$ cat src/rtl/axi_mem_pkg.sv
package axi_mem_pkg;

  // bus widths
  localparam int AXI_ADDR_WIDTH = 32;
  localparam int AXI_DATA_WIDTH = 64;
  localparam int AXI_STRB_WIDTH = AXI_DATA_WIDTH / 8;

  // on-chip bank geometry, 2 KiB of 64-bit words
  localparam int MEM_DEPTH       = 256;
  localparam int MEM_INDEX_WIDTH = 8;

  // window compare starts right above the word index
  // word index is address bits 10..3
  localparam int WINDOW_LSB = 11;

  // window base out of reset
  localparam logic [AXI_ADDR_WIDTH-1:0] RESET_WINDOW_BASE = 32'h8000_0000;

  // AXI response codes
  localparam logic [1:0] RESP_OKAY   = 2'b00;
  localparam logic [1:0] RESP_SLVERR = 2'b10;
  localparam logic [1:0] RESP_DECERR = 2'b11;

  // configuration register select
  localparam logic CFG_SEL_BASE = 1'b0;
  localparam logic CFG_SEL_CTRL = 1'b1;

  // control register layout
  typedef struct packed {
    logic [30:0] reserved;
    logic        write_lock;
  } cfg_ctrl_t;

  // one config data word, two readings of it
  // base select uses the whole word as an address
  // ctrl select only looks at the lock bit
  typedef union packed {
    logic [AXI_ADDR_WIDTH-1:0] as_base;
    cfg_ctrl_t                 as_ctrl;
  } cfg_word_u;

endpackage

$ cat src/rtl/axi_read_channel.sv
`timescale 1ns/1ns

module axi_read_channel
  import axi_mem_pkg::*;
(
  input  logic                       clock,
  input  logic                       reset_n,
  // AR channel
  input  logic                       ar_valid_i,
  output logic                       ar_ready_o,
  input  logic [AXI_ADDR_WIDTH-1:0]  ar_addr_i,
  // R channel
  output logic                       r_valid_o,
  input  logic                       r_ready_i,
  output logic [AXI_DATA_WIDTH-1:0]  r_data_o,
  output logic [1:0]                 r_resp_o,
  output logic                       r_last_o,
  // window decode
  output logic [AXI_ADDR_WIDTH-1:0]  rd_addr_o,
  input  logic                       rd_hit_i,
  // memory read port
  output logic                       mem_re_o,
  output logic [MEM_INDEX_WIDTH-1:0] mem_ridx_o,
  input  logic [AXI_DATA_WIDTH-1:0]  mem_rdata_i
);

  // fsm, low is idle and high is respond
  logic respond_q;
  // hit result captured with the AR handshake
  logic hit_q;

  logic ar_hs;
  logic r_hs;

  // accept a new address only when nothing is pending
  assign ar_ready_o = ~respond_q;
  assign r_valid_o  = respond_q;

  assign ar_hs = ar_valid_i & ar_ready_o;
  assign r_hs  = r_valid_o & r_ready_i;

  // address goes straight to the decoder
  assign rd_addr_o = ar_addr_i;

  // launch the bank read in the handshake cycle
  // data lands one edge later, together with r_valid
  assign mem_re_o   = ar_hs & rd_hit_i;
  assign mem_ridx_o = ar_addr_i[WINDOW_LSB-1:WINDOW_LSB-MEM_INDEX_WIDTH];

  always_ff @(posedge clock) begin
    if (!reset_n) begin
      respond_q <= 1'b0;
    end else if (ar_hs) begin
      respond_q <= 1'b1;
    end else if (r_hs) begin
      respond_q <= 1'b0;
    end
  end

  always_ff @(posedge clock) begin
    if (ar_hs) begin
      hit_q <= rd_hit_i;
    end
  end

  // bank output only changes on a new read, so it holds
  // through any stall on r_ready
  assign r_data_o = hit_q ? mem_rdata_i : '0;
  assign r_resp_o = hit_q ? RESP_OKAY : RESP_DECERR;

  // single beat per transaction
  assign r_last_o = respond_q;

endmodule

$ cat config.mk
export PLATFORM = sky130hd
export DESIGN_NAME = axi_read_channel
export DESIGN_NICKNAME = d
export VERILOG_FILES = /design/src/rtl/axi_mem_pkg.sv /design/src/rtl/axi_read_channel.sv
export SDC_FILE = /design/constraint.sdc
export NUM_CORES = 1
export LEC_CHECK = 0
export BUFFER_PORTS_ARGS = -buffer_cell sky130_fd_sc_hd__buf_2
export CAP_MARGIN = 30
export CORE_AREA = 10 10 74 76
export DETAILED_ROUTE_END_ITERATION = 10
export DIE_AREA = 0 0 84 86
export PLACE_DENSITY = 0.77
export SKIP_CTS_REPAIR_TIMING = 1
export SYNTH_ARGS = -nofsm -noshare
export SYNTH_HDL_FRONTEND = slang
export SYNTH_SLANG_ARGS = --single-unit
$ cat constraint.sdc
create_clock -name clock -period 2.9 [get_ports clock]
set_clock_uncertainty 0.05 [all_clocks]
set_input_delay 0.58 -clock clock [delete_from_list [all_inputs] [get_ports clock]]
set_output_delay 0.58 -clock clock [all_outputs]
set_load 0.02 [all_outputs]
==> results.rst <==
.. list-table::
   :header-rows: 1

   * - Metric
     - Value
   * - Routability congestion estimate
     - 0.707
   * - CP cell instances
     - buf_4, and2_1, buf_2
   * - Critical-path cell with the highest stage delay
     - sky130_fd_sc_hd__edfxtp_1
   * - Slew at the pin closest to its max-slew limit
     - 0.223 ns
   * - Total leakage power
     - approximately 0.00084 uW
   * - P&R area growth vs syn
     - 48.8%
   * - Max Clock Freq
     - around 0.56 GHz
   * - Result of the run
     - finished clean
   * - All-layer global routing usage
     - between 10% and 20%
   * - Most frequent cells in the layout
     - sky130_fd_sc_hd__buf_2 (138), sky130_fd_sc_hd__and2_1 (65), sky130_fd_sc_hd__clkbuf_8 (3), sky130_fd_sc_hd__inv_1 (2), sky130_fd_sc_hd__buf_4 (2)
   * - Per-cell routed wire length
     - roughly 16 um
   * - Top-area cell type share of the netlist area
     - a little under half
   * - Commonest non-fill, non-tap cell in the layout
     - sky130_fd_sc_hd__buf_2
   * - Total congestion overflow
     - 0
   * - Worst Path Required
     - about 2.3 ns
   * - Final min period
     - about 1.8 ns
   * - Layout net count
     - 318
   * - DRT antenna net count
     - 0
   * - Number of rows in the core area
     - 23
   * - CTS root buffer
     - sky130_fd_sc_hd__clkbuf_8
   * - Total length of routed wires
     - between 4 and 5 mm
   * - Post-DR vias/cell
     - between 3 and 4
   * - Port-buffer cells
     - between 100 and 150
   * - VDD IR max
     - 0.000346 V
   * - Unrepaired setup endpoints after global routing
     - false
   * - Die Wd
     - between 80 and 90 um
   * - Number of global-route vias before repair
     - about 1100
   * - Worst Setup Start Kind
     - register
   * - Post-Synthesis Cell Area
     - approximately 870 um2
   * - Count of routing violations after the opening detailed-route iteration
     - 16
   * - Die footprint
     - a little over 0.007 mm2
   * - Highest Signal Layer
     - met4
   * - Critical path endpoint category
     - output port
   * - Flip-flop and latch count after synthesis
     - 2
   * - Number of cells in the design after placement
     - approximately 260
   * - MaxCap Viol Count
     - 0
   * - Met3 wirelength from detailed routing
     - approximately 580 um
   * - Worst hold path class
     - in -> reg
   * - Syn nets
     - 222
   * - Vias after detailed routing
     - between 1000 and 1500
   * - Total power of the final layout
     - between 300 and 400 uW
   * - DRC violation count after routing
     - 0
   * - Number of unique standard cell types used by synthesis
     - 10
   * - Cell type with the highest aggregate area in the netlist
     - sky130_fd_sc_hd__and2_1
   * - Io pins
     - 211
   * - Syn avg cell area
     - between 7 and 8 um2
   * - Initial Utilization
     - 22.0%
   * - CP Max Fanout
     - 35
   * - Warnings from Yosys
     - 0
   * - Fraction of final layout cells with drive strength greater than 1
     - between 60% and 70%
   * - Fin. max-slew vios
     - 0
   * - Worst Setup Path Type
     - reg -> out
   * - Largest net degree at the start of global routing
     - 36
   * - Global-route wire length before repair
     - approximately 6.3 mm
   * - Metal2 WL
     - 2.04 mm
   * - Vert. Die Dim
     - 86 um
   * - Total CTS buffers
     - 3
   * - Count of buffer and inverter cells on the critical path
     - 2
   * - Dominant delay contributor by cell family on the critical path
     - flip-flops
   * - Total negative setup slack
     - 0 ns
   * - H-tree level count
     - 1
   * - Layout Cells excl Fill
     - between 200 and 300
   * - Cells taking the most area after synthesis
     - sky130_fd_sc_hd__and2_1 (47%), sky130_fd_sc_hd__buf_4 (36%), sky130_fd_sc_hd__buf_6 (7.7%)
   * - Clock Sinks
     - 2
   * - Rel. slew slack
     - between 80% and 90%
   * - Initial antenna violation count
     - 0
   * - Share of the clock period used by the worst path after layout
     - between 60% and 70%
   * - Post-synthesis instance total
     - around 120
   * - Setup violations, final
     - 0
   * - Hold Fails Final Rpt
     - 0
   * - DRT Pass-1 Iters
     - 4
   * - Pwr/cell area
     - ~290 mW/mm2
   * - Area of the core
     - around 0.0040 mm2
   * - Clock buffer depth
     - 2
   * - Clock latency on the worst-skew pair
     - 0.21 ns
   * - WP data arrival
     - between 1 and 1.5 ns
   * - Share of synthesized area occupied by flip-flops and latches
     - around 5.7%
   * - M1 WL
     - about 1.3 mm
   * - TritonCTS clock tree
     - yes
   * - Slowest Stage Delay on Critical Path
     - roughly 0.37 ns
   * - Antenna Cells
     - 0
   * - Clock transition at path regs
     - roughly 0.03 ns
## final cells by class
| cell class | instances | area [um2] |
|---|---|---|
| tap | 50 | 62.6 |
| sequential | 2 | 50.0 |
| clock buffer | 4 | 45.0 |
| multi-input combinational | 68 | 427 |
| inverter | 2 | 7.51 |
| fill | 428 | 2670 |
| timing repair buffer | 140 | 706 |
## registers in the layout, indices dropped and copies added (netlist names)
signal and cells:
hit_q 1, r_last_o 1
## worst paths after layout
| path | from | cells past startpoint | end | slack [ns] |
|---|---|---|---|---|
| max | hit_q | 3 | r_data_o[60] | 1.13 |
| min | rd_hit_i | 1 | hit_q | 0.50 |
| max reg2reg | r_last_o | 1 | hit_q | 2.06 |
| min reg2reg | r_last_o | 2 | r_last_o | 0.53 |
## cells by family after synthesis
logic type | after synthesis | synth area share [%]
compound gates | 1 | 1.15
simple gates | 67 | 47.8
buf+inv | 51 | 45.3
flops | 2 | 5.74
## per-stage QoR
step	instance area [um2]	hold WS (ns)	utilization [%]	setup slack, ns
floorplan	872	0.568	-	1.30
global placement	1250	0.509	31.5	1.16
detailed placement	1250	0.534	31.5	1.15
CTS	1300	0.496	32.7	1.11
global route	1300	0.503	32.7	1.04
finish	1300	0.501	32.7	1.13
## power by group
part	switching (uW)	internal [uW]	leakage [uW]
logic	123	94.0	0.000802
registers	1.77	32.1	0.0000179
clock network	27.2	93.6	0.0000228
total	152	220	0.000843
## synthesized netlist by cell type (all sizes together)
cell type,n
and2,65
buf,49
inv,2
dfxtp,1
edfxtp,1
nand2,1
nor2b,1
o211a,1
## metal layers
layer | global-route usage, % | vias up
li1 | - | 505
met2 | 19.5 | 93
met1 | 8.80 | 401
met3 | 4.82 | 25
met4 | 7.76 | 0
met5 | 0 | -
Power figures use the tool's default switching activity.
