[src/rtl/axi_mem_pkg.sv]
package axi_mem_pkg;

  // bus widths
  localparam int AXI_ADDR_WIDTH = 32;
  localparam int AXI_DATA_WIDTH = 64;
  localparam int AXI_STRB_WIDTH = AXI_DATA_WIDTH / 8;

  // on-chip bank geometry, 2 KiB of 64-bit words
  localparam int MEM_DEPTH       = 256;
  localparam int MEM_INDEX_WIDTH = 8;

  // window compare starts right above the word index
  // word index is address bits 10..3
  localparam int WINDOW_LSB = 11;

  // window base out of reset
  localparam logic [AXI_ADDR_WIDTH-1:0] RESET_WINDOW_BASE = 32'h8000_0000;

  // AXI response codes
  localparam logic [1:0] RESP_OKAY   = 2'b00;
  localparam logic [1:0] RESP_SLVERR = 2'b10;
  localparam logic [1:0] RESP_DECERR = 2'b11;

  // configuration register select
  localparam logic CFG_SEL_BASE = 1'b0;
  localparam logic CFG_SEL_CTRL = 1'b1;

  // control register layout
  typedef struct packed {
    logic [30:0] reserved;
    logic        write_lock;
  } cfg_ctrl_t;

  // one config data word, two readings of it
  // base select uses the whole word as an address
  // ctrl select only looks at the lock bit
  typedef union packed {
    logic [AXI_ADDR_WIDTH-1:0] as_base;
    cfg_ctrl_t                 as_ctrl;
  } cfg_word_u;

endpackage

[src/rtl/axi_write_channel.sv]
`timescale 1ns/1ns

module axi_write_channel
  import axi_mem_pkg::*;
(
  input  logic                       clock,
  input  logic                       reset_n,
  // AW channel
  input  logic                       aw_valid_i,
  output logic                       aw_ready_o,
  input  logic [AXI_ADDR_WIDTH-1:0]  aw_addr_i,
  // W channel
  input  logic                       w_valid_i,
  output logic                       w_ready_o,
  input  logic [AXI_DATA_WIDTH-1:0]  w_data_i,
  input  logic [AXI_STRB_WIDTH-1:0]  w_strb_i,
  // B channel
  output logic                       b_valid_o,
  input  logic                       b_ready_i,
  output logic [1:0]                 b_resp_o,
  // window decode and lock
  output logic [AXI_ADDR_WIDTH-1:0]  wr_addr_o,
  input  logic                       wr_hit_i,
  input  logic                       write_lock_i,
  // memory write port
  output logic                       mem_we_o,
  output logic [MEM_INDEX_WIDTH-1:0] mem_widx_o,
  output logic [AXI_DATA_WIDTH-1:0]  mem_wdata_o,
  output logic [AXI_STRB_WIDTH-1:0]  mem_wstrb_o
);

  // holding flags, one per channel
  logic aw_held_q;
  logic w_held_q;
  logic b_valid_q;
  logic [1:0] b_resp_q;

  // captured address info
  logic                       wr_hit_q;
  logic [MEM_INDEX_WIDTH-1:0] widx_q;
  // captured data beat
  logic [AXI_DATA_WIDTH-1:0]  wdata_q;
  logic [AXI_STRB_WIDTH-1:0]  wstrb_q;

  logic aw_hs;
  logic w_hs;
  logic b_hs;
  logic issue;
  logic [1:0] resp_d;

  // each ready drops once its own beat is held
  assign aw_ready_o = ~aw_held_q;
  assign w_ready_o  = ~w_held_q;

  assign aw_hs = aw_valid_i & aw_ready_o;
  assign w_hs  = w_valid_i & w_ready_o;
  assign b_hs  = b_valid_q & b_ready_i;

  assign wr_addr_o = aw_addr_i;

  // both halves present and no response out yet
  assign issue = aw_held_q & w_held_q & ~b_valid_q;

  // miss wins over lock
  always_comb begin
    if (!wr_hit_q) begin
      resp_d = RESP_DECERR;
    end else if (write_lock_i) begin
      resp_d = RESP_SLVERR;
    end else begin
      resp_d = RESP_OKAY;
    end
  end

  // write and b_valid land on the same edge
  assign mem_we_o    = issue & (resp_d == RESP_OKAY);
  assign mem_widx_o  = widx_q;
  assign mem_wdata_o = wdata_q;
  assign mem_wstrb_o = wstrb_q;

  always_ff @(posedge clock) begin
    if (!reset_n) begin
      aw_held_q <= 1'b0;
      w_held_q  <= 1'b0;
      b_valid_q <= 1'b0;
    end else if (b_hs) begin
      // readies come back the cycle after B
      aw_held_q <= 1'b0;
      w_held_q  <= 1'b0;
      b_valid_q <= 1'b0;
    end else begin
      if (aw_hs) begin
        aw_held_q <= 1'b1;
      end
      if (w_hs) begin
        w_held_q <= 1'b1;
      end
      if (issue) begin
        b_valid_q <= 1'b1;
      end
    end
  end

  // address side capture, hit taken at handshake
  always_ff @(posedge clock) begin
    if (aw_hs) begin
      wr_hit_q <= wr_hit_i;
      widx_q   <= aw_addr_i[WINDOW_LSB-1:WINDOW_LSB-MEM_INDEX_WIDTH];
    end
  end

  // data side capture
  always_ff @(posedge clock) begin
    if (w_hs) begin
      wdata_q <= w_data_i;
      wstrb_q <= w_strb_i;
    end
  end

  // response frozen until accepted
  always_ff @(posedge clock) begin
    if (issue) begin
      b_resp_q <= resp_d;
    end
  end

  assign b_valid_o = b_valid_q;
  assign b_resp_o  = b_resp_q;

endmodule

[config.mk]
export PLATFORM = sky130hd
export DESIGN_NAME = axi_write_channel
export DESIGN_NICKNAME = d
export VERILOG_FILES = /design/src/rtl/axi_mem_pkg.sv /design/src/rtl/axi_write_channel.sv
export SDC_FILE = /design/constraint.sdc
export NUM_CORES = 1
export LEC_CHECK = 0
export ABC_AREA = 0
export BUFFER_PORTS_ARGS = -buffer_cell sky130_fd_sc_hd__buf_4
export CAP_MARGIN = 0
export CORE_ASPECT_RATIO = 0.7
export CORE_MARGIN = 5
export CORE_UTILIZATION = 35
export CTS_BUF_LIST = sky130_fd_sc_hd__clkbuf_16
export CTS_CLUSTER_SIZE = 16
export DETAILED_ROUTE_END_ITERATION = 10
export PLACE_DENSITY = 0.73
export SYNTH_ARGS = -nofsm -noshare
export SYNTH_HDL_FRONTEND = slang
export SYNTH_SLANG_ARGS = --single-unit
[constraint.sdc]
create_clock -name clock -period 3.2 [get_ports clock]
set_clock_uncertainty 0.05 [all_clocks]
set_input_delay 0.32 -clock clock [delete_from_list [all_inputs] [get_ports clock]]
set_output_delay 0.32 -clock clock [all_outputs]
set_load 0.005 [all_outputs]
==> flow_results.xml <==
<?xml version="1.0" encoding="UTF-8"?>
<metrics>
  <group name="placement">
    <metric name="gpl_wtd_cong" unit="">0.7465</metric>
    <metric name="dpl.cell_count" unit="">383</metric>
    <metric name="dpl.hpwl" unit="um">5436</metric>
    <metric name="numPortBuffers" unit="">180</metric>
  </group>
  <group name="clock_tree">
    <metric name="post_cts.repair.setup_buffers" unit="">0</metric>
    <metric name="cts_root_buf" unit="">sky130_fd_sc_hd__clkbuf_16</metric>
    <metric name="cts_tree" unit="">built</metric>
    <metric name="clock_tree.buffer_depth" unit="">2</metric>
    <metric name="clock_buffers_created_by_tritoncts" unit="">9</metric>
    <metric name="post_cts_resized" unit="">0</metric>
    <metric name="clock_sink_count" unit="">86</metric>
    <metric name="cts.clk_slew.worst_paths" unit="ns">0.06</metric>
    <metric name="ctsHoldBuffers" unit="">0</metric>
    <metric name="clock_insertion_delay_worst_skew" unit="ns">0.32</metric>
    <metric name="h-tree-depth" unit="">3</metric>
  </group>
  <group name="critical_path">
    <metric name="r2r_slack" unit="ns">1.51</metric>
    <metric name="cp_max_fo" unit="">28</metric>
    <metric name="worst_setup_path_end_kind" unit="">flip-flop</metric>
    <metric name="crit_arrival" unit="ns">1.64</metric>
    <metric name="cp_data_required_time" unit="ns">3.15</metric>
    <metric name="crit-reg2reg-launch" unit="">w_held_q</metric>
    <metric name="worstSetupPathType" unit="">flip-flop to flip-flop</metric>
    <metric name="regToRegEndpoint" unit="">mem_wdata_o[12]</metric>
    <metric name="critical_path.startpoint_type" unit="">flip-flop</metric>
    <metric name="rr_worst_depth" unit="">2</metric>
  </group>
  <group name="die">
    <metric name="die_height" unit="um">86.13</metric>
    <metric name="core_region_area" unit="um2">7973</metric>
    <metric name="num_rows" unit="">27</metric>
    <metric name="dieArea" unit="um2">10230</metric>
    <metric name="die_w" unit="um">118.8</metric>
    <metric name="initial_utilization" unit="">0.3635</metric>
    <metric name="boundaryPins" unit="">229</metric>
  </group>
  <group name="flow_run">
    <metric name="cap_viol_max_count" unit="">0</metric>
  </group>
  <group name="power_and_ir_drop">
    <metric name="power_per_standard_cell_area" unit="nW/um2">576.5</metric>
    <metric name="p_total" unit="mW">2.560</metric>
    <metric name="peakVddDrop" unit="uV">477.6</metric>
    <metric name="p_leak" unit="nW">1.894</metric>
  </group>
  <group name="logic_synthesis">
    <metric name="post_synth_edffs" unit="">83</metric>
    <metric name="netlist_top_cells_area" unit="">sky130_fd_sc_hd__edfxtp_1 86%, sky130_fd_sc_hd__buf_4 8.3%, sky130_fd_sc_hd__dfxtp_1 2.1%</metric>
    <metric name="synth.largest_area_cell" unit="">sky130_fd_sc_hd__edfxtp_1</metric>
    <metric name="synth_area_per_cell" unit="um2">21.95</metric>
    <metric name="synth_flop_cell" unit="">sky130_fd_sc_hd__edfxtp_1</metric>
    <metric name="synth.cells.most_frequent" unit="">83 x sky130_fd_sc_hd__edfxtp_1, 32 x sky130_fd_sc_hd__buf_4, 4 x sky130_fd_sc_hd__inv_1, 3 x sky130_fd_sc_hd__dfxtp_1</metric>
    <metric name="synth_sequential_area_ratio" unit="">0.8808</metric>
    <metric name="synth.distinct_cells" unit="">11</metric>
    <metric name="mappedNetlistArea" unit="um2">2898</metric>
    <metric name="postSynthRegisterBits" unit="">86</metric>
    <metric name="postSynthNetCount" unit="">243</metric>
    <metric name="ys_warn_count" unit="">0</metric>
    <metric name="synth_top_cell_area_share" unit="">0.8601</metric>
    <metric name="post_synth_inst_count" unit="">132</metric>
    <metric name="synth-async-reset-ratio" unit="">0</metric>
    <metric name="synthMostInstantiatedCell" unit="">sky130_fd_sc_hd__edfxtp_1</metric>
  </group>
  <group name="finish">
    <metric name="areaGrowthSynthToFinish" unit="%">53.24</metric>
    <metric name="drive_above_1_share" unit="">0.6768</metric>
    <metric name="instances_no_fill" unit="">398</metric>
    <metric name="design.final.nets" unit="">404</metric>
    <metric name="num_antenna_cells" unit="">0</metric>
  </group>
  <group name="sta">
    <metric name="final_period_minus_worst_setup_slack" unit="ns">1.694</metric>
    <metric name="timing.max_slew.rel_slack" unit="">0.7020</metric>
    <metric name="portion_of_the_clock_cycle_consumed_by_the_worst_path_in_the_final_layout" unit="">0.5295</metric>
    <metric name="worst_pin_slew" unit="ns">0.4470</metric>
    <metric name="worst_hold_slack" unit="ns">0.1158</metric>
    <metric name="setup_violations" unit="">0</metric>
    <metric name="unrepaired_setup_endpoints_after_global_routing" unit="">no</metric>
    <metric name="final_sum_of_negative_setup_slack" unit="ns">0</metric>
    <metric name="hold_violations" unit="">0</metric>
    <metric name="slew_violations" unit="">0</metric>
    <metric name="timing.fmax" unit="GHz">0.5902</metric>
  </group>
  <group name="global_route">
    <metric name="grt_pass1_wl" unit="um">10210</metric>
    <metric name="grt_antenna_before_repair" unit="">0</metric>
    <metric name="first_global_vias" unit="">1805</metric>
    <metric name="globalRouteOverflowTotal" unit="">0</metric>
    <metric name="track_usage" unit="">0.1318</metric>
    <metric name="grt_max_degree" unit="">29</metric>
  </group>
  <group name="hold_path">
    <metric name="hold_path.class" unit="">input port to flip-flop</metric>
    <metric name="worstHoldEndpoint" unit="">mem_wdata_o[52]</metric>
    <metric name="min_from" unit="">w_data_i[52]</metric>
    <metric name="hold_depth" unit="">1</metric>
  </group>
  <group name="routing">
    <metric name="first_pass_iters" unit="">4</metric>
    <metric name="route.vias.total" unit="">1710</metric>
    <metric name="via_per_inst" unit="">4.296</metric>
    <metric name="drt_first_iter_violations" unit="">103</metric>
    <metric name="drtAntennaViolNets" unit="">0</metric>
    <metric name="drc" unit="">0</metric>
    <metric name="route.detailed.wl_per_inst" unit="um">17.29</metric>
    <metric name="drt-total-wl" unit="um">6883</metric>
  </group>
  <group name="status">
    <metric name="run_status" unit="">completed</metric>
  </group>
</metrics>
==> cells by family after synthesis <==
| family | synth area share |
|---|---|
| buffers and inverters | 0.08808 |
| and+or+nand+nor | 0.01813 |
| DFF | 0.8808 |
| AOI/OAI and AO/OA | 0.01295 |
==> cell usage in the layout (no fill, tap or decap) <==
master,synthesis,routed
sky130_fd_sc_hd__and2b_4,0,1
sky130_fd_sc_hd__buf_4,32,182
sky130_fd_sc_hd__nand3b_4,1,1
sky130_fd_sc_hd__a21boi_2,2,2
sky130_fd_sc_hd__bufinv_16,0,1
sky130_fd_sc_hd__clkinv_2,0,1
sky130_fd_sc_hd__inv_6,0,1
sky130_fd_sc_hd__edfxtp_1,83,83
sky130_fd_sc_hd__and2b_2,1,1
sky130_fd_sc_hd__inv_1,4,4
sky130_fd_sc_hd__dfxtp_1,3,3
sky130_fd_sc_hd__o21a_1,2,2
sky130_fd_sc_hd__clkinv_1,0,1
sky130_fd_sc_hd__nand2b_1,2,2
sky130_fd_sc_hd__clkbuf_16,0,9
sky130_fd_sc_hd__clkinvlp_4,0,2
sky130_fd_sc_hd__nor2_1,1,1
==> cell type report <==
| class | count | area, um2 |
|---|---|---|
| Fill cell | 653 | 3532 |
| Sequential cell | 86 | 2552 |
| Timing Repair Buffer | 182 | 1366 |
| Clock buffer | 9 | 225.2 |
| Tap cell | 101 | 126.4 |
| Multi-Input combinational cell | 10 | 92.59 |
| Clock inverter | 6 | 62.56 |
| Inverter | 4 | 15.01 |
==> report_power, final <==
| part | switching [mW] | internal (mW) |
|---|---|---|
| Clock | 0.399 | 0.598 |
| Sequential | 0.0204 | 1.31 |
| Combinational | 0.0832 | 0.147 |
==> through the flow <==
| step | setup WS (ns) | utilization | cell area, um2 |
|---|---|---|---|
| after global routing | 1.406 | 0.5570 | 4441 |
| after floorplan | 0.7188 | - | 2898 |
| after CTS | 1.493 | 0.5570 | 4441 |
| after global placement | 1.548 | 0.5209 | 4153 |
| final | 1.506 | 0.5570 | 4441 |
| after detailed placement | 1.490 | 0.5209 | 4153 |
==> flip-flops by register name (all words and copies together) (netlist names) <==
signal	flops
mem_wdata_o	64
b_resp_o	2
mem_widx_o	8
wr_hit_q	1
b_valid_o	1
mem_wstrb_o	8
aw_held_q	1
w_held_q	1
==> critical path, cell delays in order, from the launching register on <==
cell	delay, ns
sky130_fd_sc_hd__dfxtp_1	0.35
sky130_fd_sc_hd__and2b_4	0.54
sky130_fd_sc_hd__buf_4	0.40
==> layer usage <==
metal	up-vias	GRT usage	share of wire
met5	-	0	0
met4	0	0.04522	0.012
met3	15	0.07581	0.12
met2	119	0.2201	0.49
met1	800	0.1419	0.37
li1	776	-	-
==> worst max path at each step <==
stage / start / end / slack, ns
6_report: w_held_q / mem_wdata_o[12] / 1.51
5_1_grt: w_held_q / mem_wdata_o[16] / 1.41
4_1_cts: w_held_q / mem_wdata_o[14] / 1.49
3_5_place_dp: w_held_q / mem_wdata_o[14] / 1.49
3_3_place_gp: w_held_q / mem_wdata_o[27] / 1.55
2_1_floorplan: w_held_q / mem_wdata_o[0] / 0.72
Note: power is estimated with default switching activity, not from simulation.
