===== src/rtl/axi_mem_pkg.sv =====
package axi_mem_pkg;

  // bus widths
  localparam int AXI_ADDR_WIDTH = 32;
  localparam int AXI_DATA_WIDTH = 64;
  localparam int AXI_STRB_WIDTH = AXI_DATA_WIDTH / 8;

  // on-chip bank geometry, 2 KiB of 64-bit words
  localparam int MEM_DEPTH       = 256;
  localparam int MEM_INDEX_WIDTH = 8;

  // window compare starts right above the word index
  // word index is address bits 10..3
  localparam int WINDOW_LSB = 11;

  // window base out of reset
  localparam logic [AXI_ADDR_WIDTH-1:0] RESET_WINDOW_BASE = 32'h8000_0000;

  // AXI response codes
  localparam logic [1:0] RESP_OKAY   = 2'b00;
  localparam logic [1:0] RESP_SLVERR = 2'b10;
  localparam logic [1:0] RESP_DECERR = 2'b11;

  // configuration register select
  localparam logic CFG_SEL_BASE = 1'b0;
  localparam logic CFG_SEL_CTRL = 1'b1;

  // control register layout
  typedef struct packed {
    logic [30:0] reserved;
    logic        write_lock;
  } cfg_ctrl_t;

  // one config data word, two readings of it
  // base select uses the whole word as an address
  // ctrl select only looks at the lock bit
  typedef union packed {
    logic [AXI_ADDR_WIDTH-1:0] as_base;
    cfg_ctrl_t                 as_ctrl;
  } cfg_word_u;

endpackage


===== src/rtl/mem_region_regs.sv =====
`timescale 1ns/1ns

module mem_region_regs
  import axi_mem_pkg::*;
(
  input  logic                      clock,
  input  logic                      reset_n,
  // config strobe, no back-pressure
  input  logic                      cfg_valid_i,
  input  logic                      cfg_sel_i,
  input  logic [AXI_ADDR_WIDTH-1:0] cfg_data_i,
  // addresses presented by the two channels
  input  logic [AXI_ADDR_WIDTH-1:0] rd_addr_i,
  input  logic [AXI_ADDR_WIDTH-1:0] wr_addr_i,
  output logic                      rd_hit_o,
  output logic                      wr_hit_o,
  output logic                      write_lock_o
);

  // only the compared bits of the base are kept
  logic [AXI_ADDR_WIDTH-1:WINDOW_LSB] base_q;
  logic                               write_lock_q;

  // incoming word, decoded per select
  cfg_word_u cfg_word;

  assign cfg_word = cfg_word_u'(cfg_data_i);

  // base register
  always_ff @(posedge clock) begin
    if (!reset_n) begin
      base_q <= RESET_WINDOW_BASE[AXI_ADDR_WIDTH-1:WINDOW_LSB];
    end else if (cfg_valid_i && (cfg_sel_i == CFG_SEL_BASE)) begin
      // low bits of the base are ignored
      base_q <= cfg_word.as_base[AXI_ADDR_WIDTH-1:WINDOW_LSB];
    end
  end

  // control register, only the lock bit is live
  always_ff @(posedge clock) begin
    if (!reset_n) begin
      write_lock_q <= 1'b0;
    end else if (cfg_valid_i && (cfg_sel_i == CFG_SEL_CTRL)) begin
      write_lock_q <= cfg_word.as_ctrl.write_lock;
    end
  end

  // window hit for each channel
  // new base is seen from the cycle after the strobe
  always_comb begin
    rd_hit_o = (rd_addr_i[AXI_ADDR_WIDTH-1:WINDOW_LSB] == base_q);
    wr_hit_o = (wr_addr_i[AXI_ADDR_WIDTH-1:WINDOW_LSB] == base_q);
  end

  assign write_lock_o = write_lock_q;

endmodule


===== config.mk =====
export PLATFORM = sky130hd
export DESIGN_NAME = mem_region_regs
export DESIGN_NICKNAME = d
export VERILOG_FILES = /design/src/rtl/axi_mem_pkg.sv /design/src/rtl/mem_region_regs.sv
export SDC_FILE = /design/constraint.sdc
export NUM_CORES = 1
export LEC_CHECK = 0
export BUFFER_PORTS_ARGS = -buffer_cell sky130_fd_sc_hd__buf_4
export CORE_MARGIN = 10
export CORE_UTILIZATION = 39
export DETAILED_ROUTE_END_ITERATION = 8
export GPL_TIMING_DRIVEN = 0
export HOLD_SLACK_MARGIN = 0.08
export PLACE_DENSITY = 0.8
export SLEW_MARGIN = 10
export SYNTH_ARGS = -nofsm -noshare
export SYNTH_HDL_FRONTEND = slang
export SYNTH_SLANG_ARGS = --single-unit

===== constraint.sdc =====
create_clock -name clock -period 1.6 [get_ports clock]
set_input_delay 0.16 -clock clock [delete_from_list [all_inputs] [get_ports clock]]
set_output_delay 0.16 -clock clock [all_outputs]
set_load 0.01 [all_outputs]

==> results_dict.tcl, run 1 <==
set metrics [dict create \
    netlist.top_cell.by_area "sky130_fd_sc_hd__dfxtp_1" \
    io_buffers 70 \
    ys_top_cells_by_area "sky130_fd_sc_hd__dfxtp_1 (34%), sky130_fd_sc_hd__xor2_1 (23%), sky130_fd_sc_hd__nand2_1 (13%), sky130_fd_sc_hd__a21boi_0 (12%), sky130_fd_sc_hd__xnor2_1 (5.5%)" \
    post-place-ws_ns 0.03260 \
    number_of_inserted_diodes 0 \
    timing.critical_path.to_type "output pin" \
    detailed_place.area_um2 1858 \
    nFillCells 312 \
    cts_max_path_buffers 2 \
    clock_insertion_delay_worst_skew_ns 0.30 \
    slew_violations 0 \
    critPathKind "reg2out" \
    die_w_um 77.23 \
    detail_route.wl_per_cell_um 14.66 \
    failed_checks "negative setup slack" \
    synth.net_count 253 \
    detail_route.iter0.violations 42 \
    syn2layout_area_growth_pct 50.64 \
    rsz_0062_raised_after_global_routing "true" \
    core_area_um2 3103 \
    synth_top_cell_area_share_pct 34.48 \
    final_layout_net_count 329 \
    tritoncts_clock_tree "built" \
    yosys_register_bits 22 \
    worstPathMaxFanout 3 \
    antenna_found_initial 0 \
    drt_drc_violations_left 0 \
    finalNonFillerCells 271 \
    cts_htree_levels 1 \
    power_density_nw_per_um2 593.2 \
    crit_slowest_cell "sky130_fd_sc_hd__dfxtp_2" \
    detailed_place_hpwl_mm 3.363 \
    endpoint_required_time_on_the_critical_path_ns 1.44 \
    drt_wl_total_mm 3.973 \
    total_leakage_power_nw 0.8741 \
    worstPathBufferInverterCount 1 \
    synth.yosys.warnings 0 \
    std_cell_rows 20 \
    layout_min_cycle_time_ns 1.814 \
    synth_cells 153 \
    crit_top_cell "sky130_fd_sc_hd__nor4_2" \
    grt_first_pass_wirelength_mm 6.134 \
    seq_area_frac_synth_pct 34.48 \
    grt_pass1_vias 1343 \
    initial_utilization_pct 41.17 \
    layout_common_cells "sky130_fd_sc_hd__buf_4 (70), sky130_fd_sc_hd__nand2_1 (44), sky130_fd_sc_hd__xor2_1 (33), sky130_fd_sc_hd__a21boi_0 (21), sky130_fd_sc_hd__dfxtp_1 (13)" \
    top_level_ports 103 \
    post_synth_num_cell_types 14 \
    cp_top_family "simple AND/OR/NAND/NOR gates" \
    clk_pin_slew_worst_paths_ns 0.11 \
    final_min_period_over_clock_period_pct 113.4 \
    avgSynthCellArea_um2 8.350 \
    routabilityCongestion 0.7634 \
    mappedNetlistArea_um2 1277 \
    outcome "finished with violations" \
    final_layout_size_suffix_gt1_share_pct 39.65 \
    grt_overflow 0 \
    floorplan.die_area_um2 5964 \
    groute.usage.overall_pct 12.61 \
    final_standard_cell_area_without_fillers_um2 1924 \
    dr_total_vias 1243 \
    drt.antenna.violating_nets 0 \
    drt_pass1_iterations 4 \
    fmaxAchievable_ghz 0.5513 \
    avgViaCountPerCell 4.587 \
    max-slew-margin-rel_pct 70.72 \
    tightest_slew_ns 0.4392 \
    worst_ir_drop_vdd_v 0.0003702 \
    setup.worst_path.start_class "flop" \
    cts_inserted_buffers 3 \
    grt_start_max_net_pins 12 \
    die_h_um 77.23 \
    maxCapViolCount 0 \
    series_of_cell_instances_along_the_critical_path "xor2_1 -> nor4_2 -> nand4_1 -> nor4_2 -> buf_4" \
    report.final.hold_viol_count 0 \
    fin_ws_ns -0.2139 \
    hold_class "in2reg" \
    worst_ep_arrival_time_ns 1.65 \
    tritoncts_num_sinks 22 \
    final.setup_skew_ns 0 \
    numPlacedInstances 267 \
    max_stage_delay_ns 0.35 \
    setup_viol 2 \
    commonest_non_fill_non_tap_cell_in_the_layout "sky130_fd_sc_hd__buf_4" \
    root_buffer "sky130_fd_sc_hd__clkbuf_4" \
]
==> registers in the layout, indices dropped and copies added (netlist names) <==
signal,flops
write_lock_o,1
base_q,21
==> Yosys cell counts, drive strengths merged <==
library cell   n
xor2          34
nor3           2
nor4           8
clkbuf         3
buf            3
nand4          4
a21boi        21
nand2         44
nor2b          1
nand2b         1
dfxtp         22
nand3          2
xnor2          8
==> final cells by class <==
cell class / instances / area [um^2] / share of cell area [%]
well taps: 44 / 55.05 / 2.861
clock buffers: 3 / 22.52 / 1.170
flip-flops and latches: 22 / 454.2 / 23.60
repair buffers: 71 / 535.5 / 27.83
plain buffers: 6 / 26.28 / 1.365
multi-input cells: 125 / 830.8 / 43.17
==> routing by layer <==
layer  GRT usage, %  share of wire, %  routed length [um]
met5              0                 0                   0
met1          14.19                42                1657
met3          3.263               6.6                 264
met2          21.99                51                2009
met4          4.927               1.0                  40
==> power by group <==
part	switching (mW)	internal, mW	total (mW)
clock	0.156	0.0877	0.244
combinational	0.113	0.182	0.295
sequential	0.0276	0.575	0.602
==> per-stage QoR <==
step	setup TNS, ns	hold WS (ns)	total power [mW]	util (%)
after global placement	0	0.3723	0.8960	59.88
final	-0.3989	0.09565	1.142	62.02
after detailed placement	0	0.3792	0.9041	59.88
after CTS	-0.3582	0.09194	1.150	61.41
after global routing	-0.6878	0.08541	1.212	62.02
after floorplan	0	0.2841	0.7339	-
==> what timing repair did <==
item,CTS,global route
setup buffers,0,0
gates resized for setup,8,5
endpoints found under the hold margin,1,0
endpoints found under the setup margin,2,2
pin swaps,14,8
gates cloned,0,0
hold buffers,1,0
==> final timing paths <==
kind	start	end	slack, ns	cells past startpoint
hold / removal	cfg_data_i[27]	base_q[27]	0.1	3
hold reg to reg	write_lock_o	write_lock_o	0.49	2
setup / recovery	base_q[12]	rd_hit_o	-0.21	5
setup reg to reg	base_q[17]	base_q[17]	0.86	2
==> logic make-up after synthesis <==
family,after synthesis,synth area share [%]
simple gates,62,22.33
buf+inv,6,2.056
compound gates,21,12.34
xor+xnor,42,28.80
flops,22,34.48
==> worst reg2reg max path, delay by kind of cell, from the launching register on <==
family           cells  cell delay, ns
AO/OA/AOI/OAI        1            0.19
flip-flops           1            0.40
AND/OR/NAND/NOR      1            0.08
Power figures use the tool's default switching activity.
==> run 2: changes to the inputs <==
- clock period: 1.6 -> 2 ns (I/O delays scaled with it)
==> results_dict.tcl, run 2 (synthesis gave the netlist of run 1 again) <==
set metrics [dict create \
    groute.usage.overall_pct 12.54 \
    combPwrFrac_pct 25.5 \
    worstPathMaxFanout 3 \
    power.clock.fraction_pct 21.6 \
    setup.worst_path.start_class "flop" \
    grt_overflow 0 \
    core_area_um2 3103 \
    crit_slowest_cell "sky130_fd_sc_hd__dfxtp_1" \
    max-slew-margin-rel_pct 71.50 \
    total_leakage_power_nw 0.8696 \
    root_buffer "sky130_fd_sc_hd__clkbuf_4" \
    clock_insertion_delay_worst_skew_ns 0.29 \
    setup-tns-final_ns 0 \
    top_level_ports 103 \
    p_sw_share_pct 25.99 \
    avgViaCountPerCell 4.589 \
    report.final.hold_viol_count 0 \
    detail_route.iter0.violations 45 \
    detail_route.wl_per_cell_um 14.57 \
    detailed_place_hpwl_mm 3.363 \
    post_cts_resize_count 0 \
    rsz_0062_raised_after_global_routing "false" \
    hold-path-endpoint "base_q[31]" \
    grt_pass1_vias 1336 \
    die_h_um 77.23 \
    layout_min_cycle_time_ns 1.875 \
    grt_start_max_net_pins 12 \
    nFillCells 322 \
    syn2layout_area_growth_pct 47.70 \
    drt.antenna.violating_nets 0 \
    maxCapViolCount 0 \
    hold_class "in2reg" \
    dr_total_vias 1239 \
    endpoint_required_time_on_the_critical_path_ns 1.80 \
    clk_pin_slew_worst_paths_ns 0.12 \
    worst_ep_arrival_time_ns 1.68 \
    final_util_pct 60.81 \
    final_layout_net_count 328 \
    routabilityCongestion 0.7634 \
    slew_violations 0 \
    antenna_found_initial 0 \
    cts_max_path_buffers 2 \
    tightest_slew_ns 0.4275 \
    die_w_um 77.23 \
    setup_viol 0 \
    cts.repair_timing.setup_buffer_count 0 \
    hold_depth 3 \
    timing.reg2reg.worst_path_depth 2 \
    drt_pass1_iterations 4 \
    cts-hold-fix-buffers 0 \
    post-place-ws_ns 0.3926 \
    io_buffers 70 \
    power_density_nw_per_um2 481.5 \
    switching_power_mw 0.2361 \
    flip_flop_count_of_the_largest_register_after_layout 21 \
    fin_ws_ns 0.1247 \
    grt_first_pass_wirelength_mm 6.078 \
    final.setup_skew_ns 0 \
    drt_drc_violations_left 0 \
    initial_utilization_pct 41.17 \
    seqPwrFrac_pct 52.9 \
    std_cell_rows 20 \
    regMostFlops "base_q" \
    critPathKind "reg2out" \
    floorplan.die_area_um2 5964 \
    fmaxAchievable_ghz 0.5332 \
    internal-power_mw 0.6724 \
    cts_htree_levels 1 \
    reg2reg_setup_slack_ns 1.26 \
    number_of_inserted_diodes 0 \
    commonest_non_fill_non_tap_cell_in_the_layout "sky130_fd_sc_hd__buf_4" \
    cts_inserted_buffers 3 \
    worst_ir_drop_vdd_v 0.0002947 \
    tritoncts_num_sinks 22 \
    timing.critical_path.to_type "output pin" \
    max_stage_delay_ns 0.36 \
    r2r-start "base_q[17]" \
    hold_start "cfg_data_i[31]" \
    final_min_period_over_clock_period_pct 93.77 \
    series_of_cell_instances_along_the_critical_path "xor2_1 -> nor4_1 -> nand4_1 -> nor4_2 -> buf_4" \
    layout_common_cells "sky130_fd_sc_hd__buf_4 (70), sky130_fd_sc_hd__nand2_1 (44), sky130_fd_sc_hd__xor2_1 (34), sky130_fd_sc_hd__dfxtp_1 (22), sky130_fd_sc_hd__a21boi_0 (21)" \
    outcome "complete, no violations" \
    tritoncts_clock_tree "built" \
    final_layout_size_suffix_gt1_share_pct 34.96 \
    drt_wl_total_mm 3.933 \
    worstReg2RegEnd "base_q[17]" \
]
run 2: cell types whose count changed in the layout (fill, tap and decap cells not counted), sizes merged:
cell	delta
dlygate4sd3	-1
run 2: power by group through the flow:
stage               Combinational [mW]  Clock (mW)  Sequential (mW)
floorplan                        0.100           0            0.487
global placement                 0.227           0            0.490
detailed placement               0.232           0            0.491
CTS                              0.233       0.201            0.481
global route                     0.257       0.224            0.484
finish                           0.231       0.196            0.481
run 2: cell type report:
cell class | count | area, um^2 | share of cell area, %
Buffer | 6 | 26.28 | 1.393
Tap cell | 44 | 55.05 | 2.918
Sequential cell | 22 | 440.4 | 23.34
Timing Repair Buffer | 70 | 525.5 | 27.85
Clock buffer | 3 | 22.52 | 1.194
Multi-Input combinational cell | 125 | 817.0 | 43.30
run 2: critical path: cells and delay by family, from the launching register on:
family | cells | cell delay (ns)
buf+inv | 1 | 0.16
simple gates | 3 | 0.68
flops | 1 | 0.36
xor+xnor | 1 | 0.17
run 2: stage by stage:
step	cell area, um^2	power, mW	hold slack (ns)	instances
finish	1887	0.9085	0.1039	270
floorplan	1277	0.5871	0.3241	153
detailed placement	1858	0.7233	0.4192	267
global route	1887	0.9647	0.1008	270
global placement	1858	0.7168	0.4123	267
CTS	1881	0.9146	0.1026	270
run 2: layer usage:
layer  up-vias  wire length [um]  global-route usage [%]
met3         2               305                   3.380
met2        40              1992                   21.66
met5         -                 0                       0
met1       546              1591                   14.06
met4         0                44                   5.292
li1        651                 -                       -
run 2: how the worst max path moves through the flow:
stage	from	to	slack, ns	cells past startpoint
2_1_floorplan	base_q[19]	rd_hit_o	0.63	4
3_3_place_gp	base_q[31]	rd_hit_o	0.42	5
3_5_place_dp	base_q[18]	wr_hit_o	0.39	5
4_1_cts	base_q[18]	wr_hit_o	0.05	5
5_1_grt	base_q[24]	wr_hit_o	0.008	5
6_report	base_q[18]	wr_hit_o	0.12	5
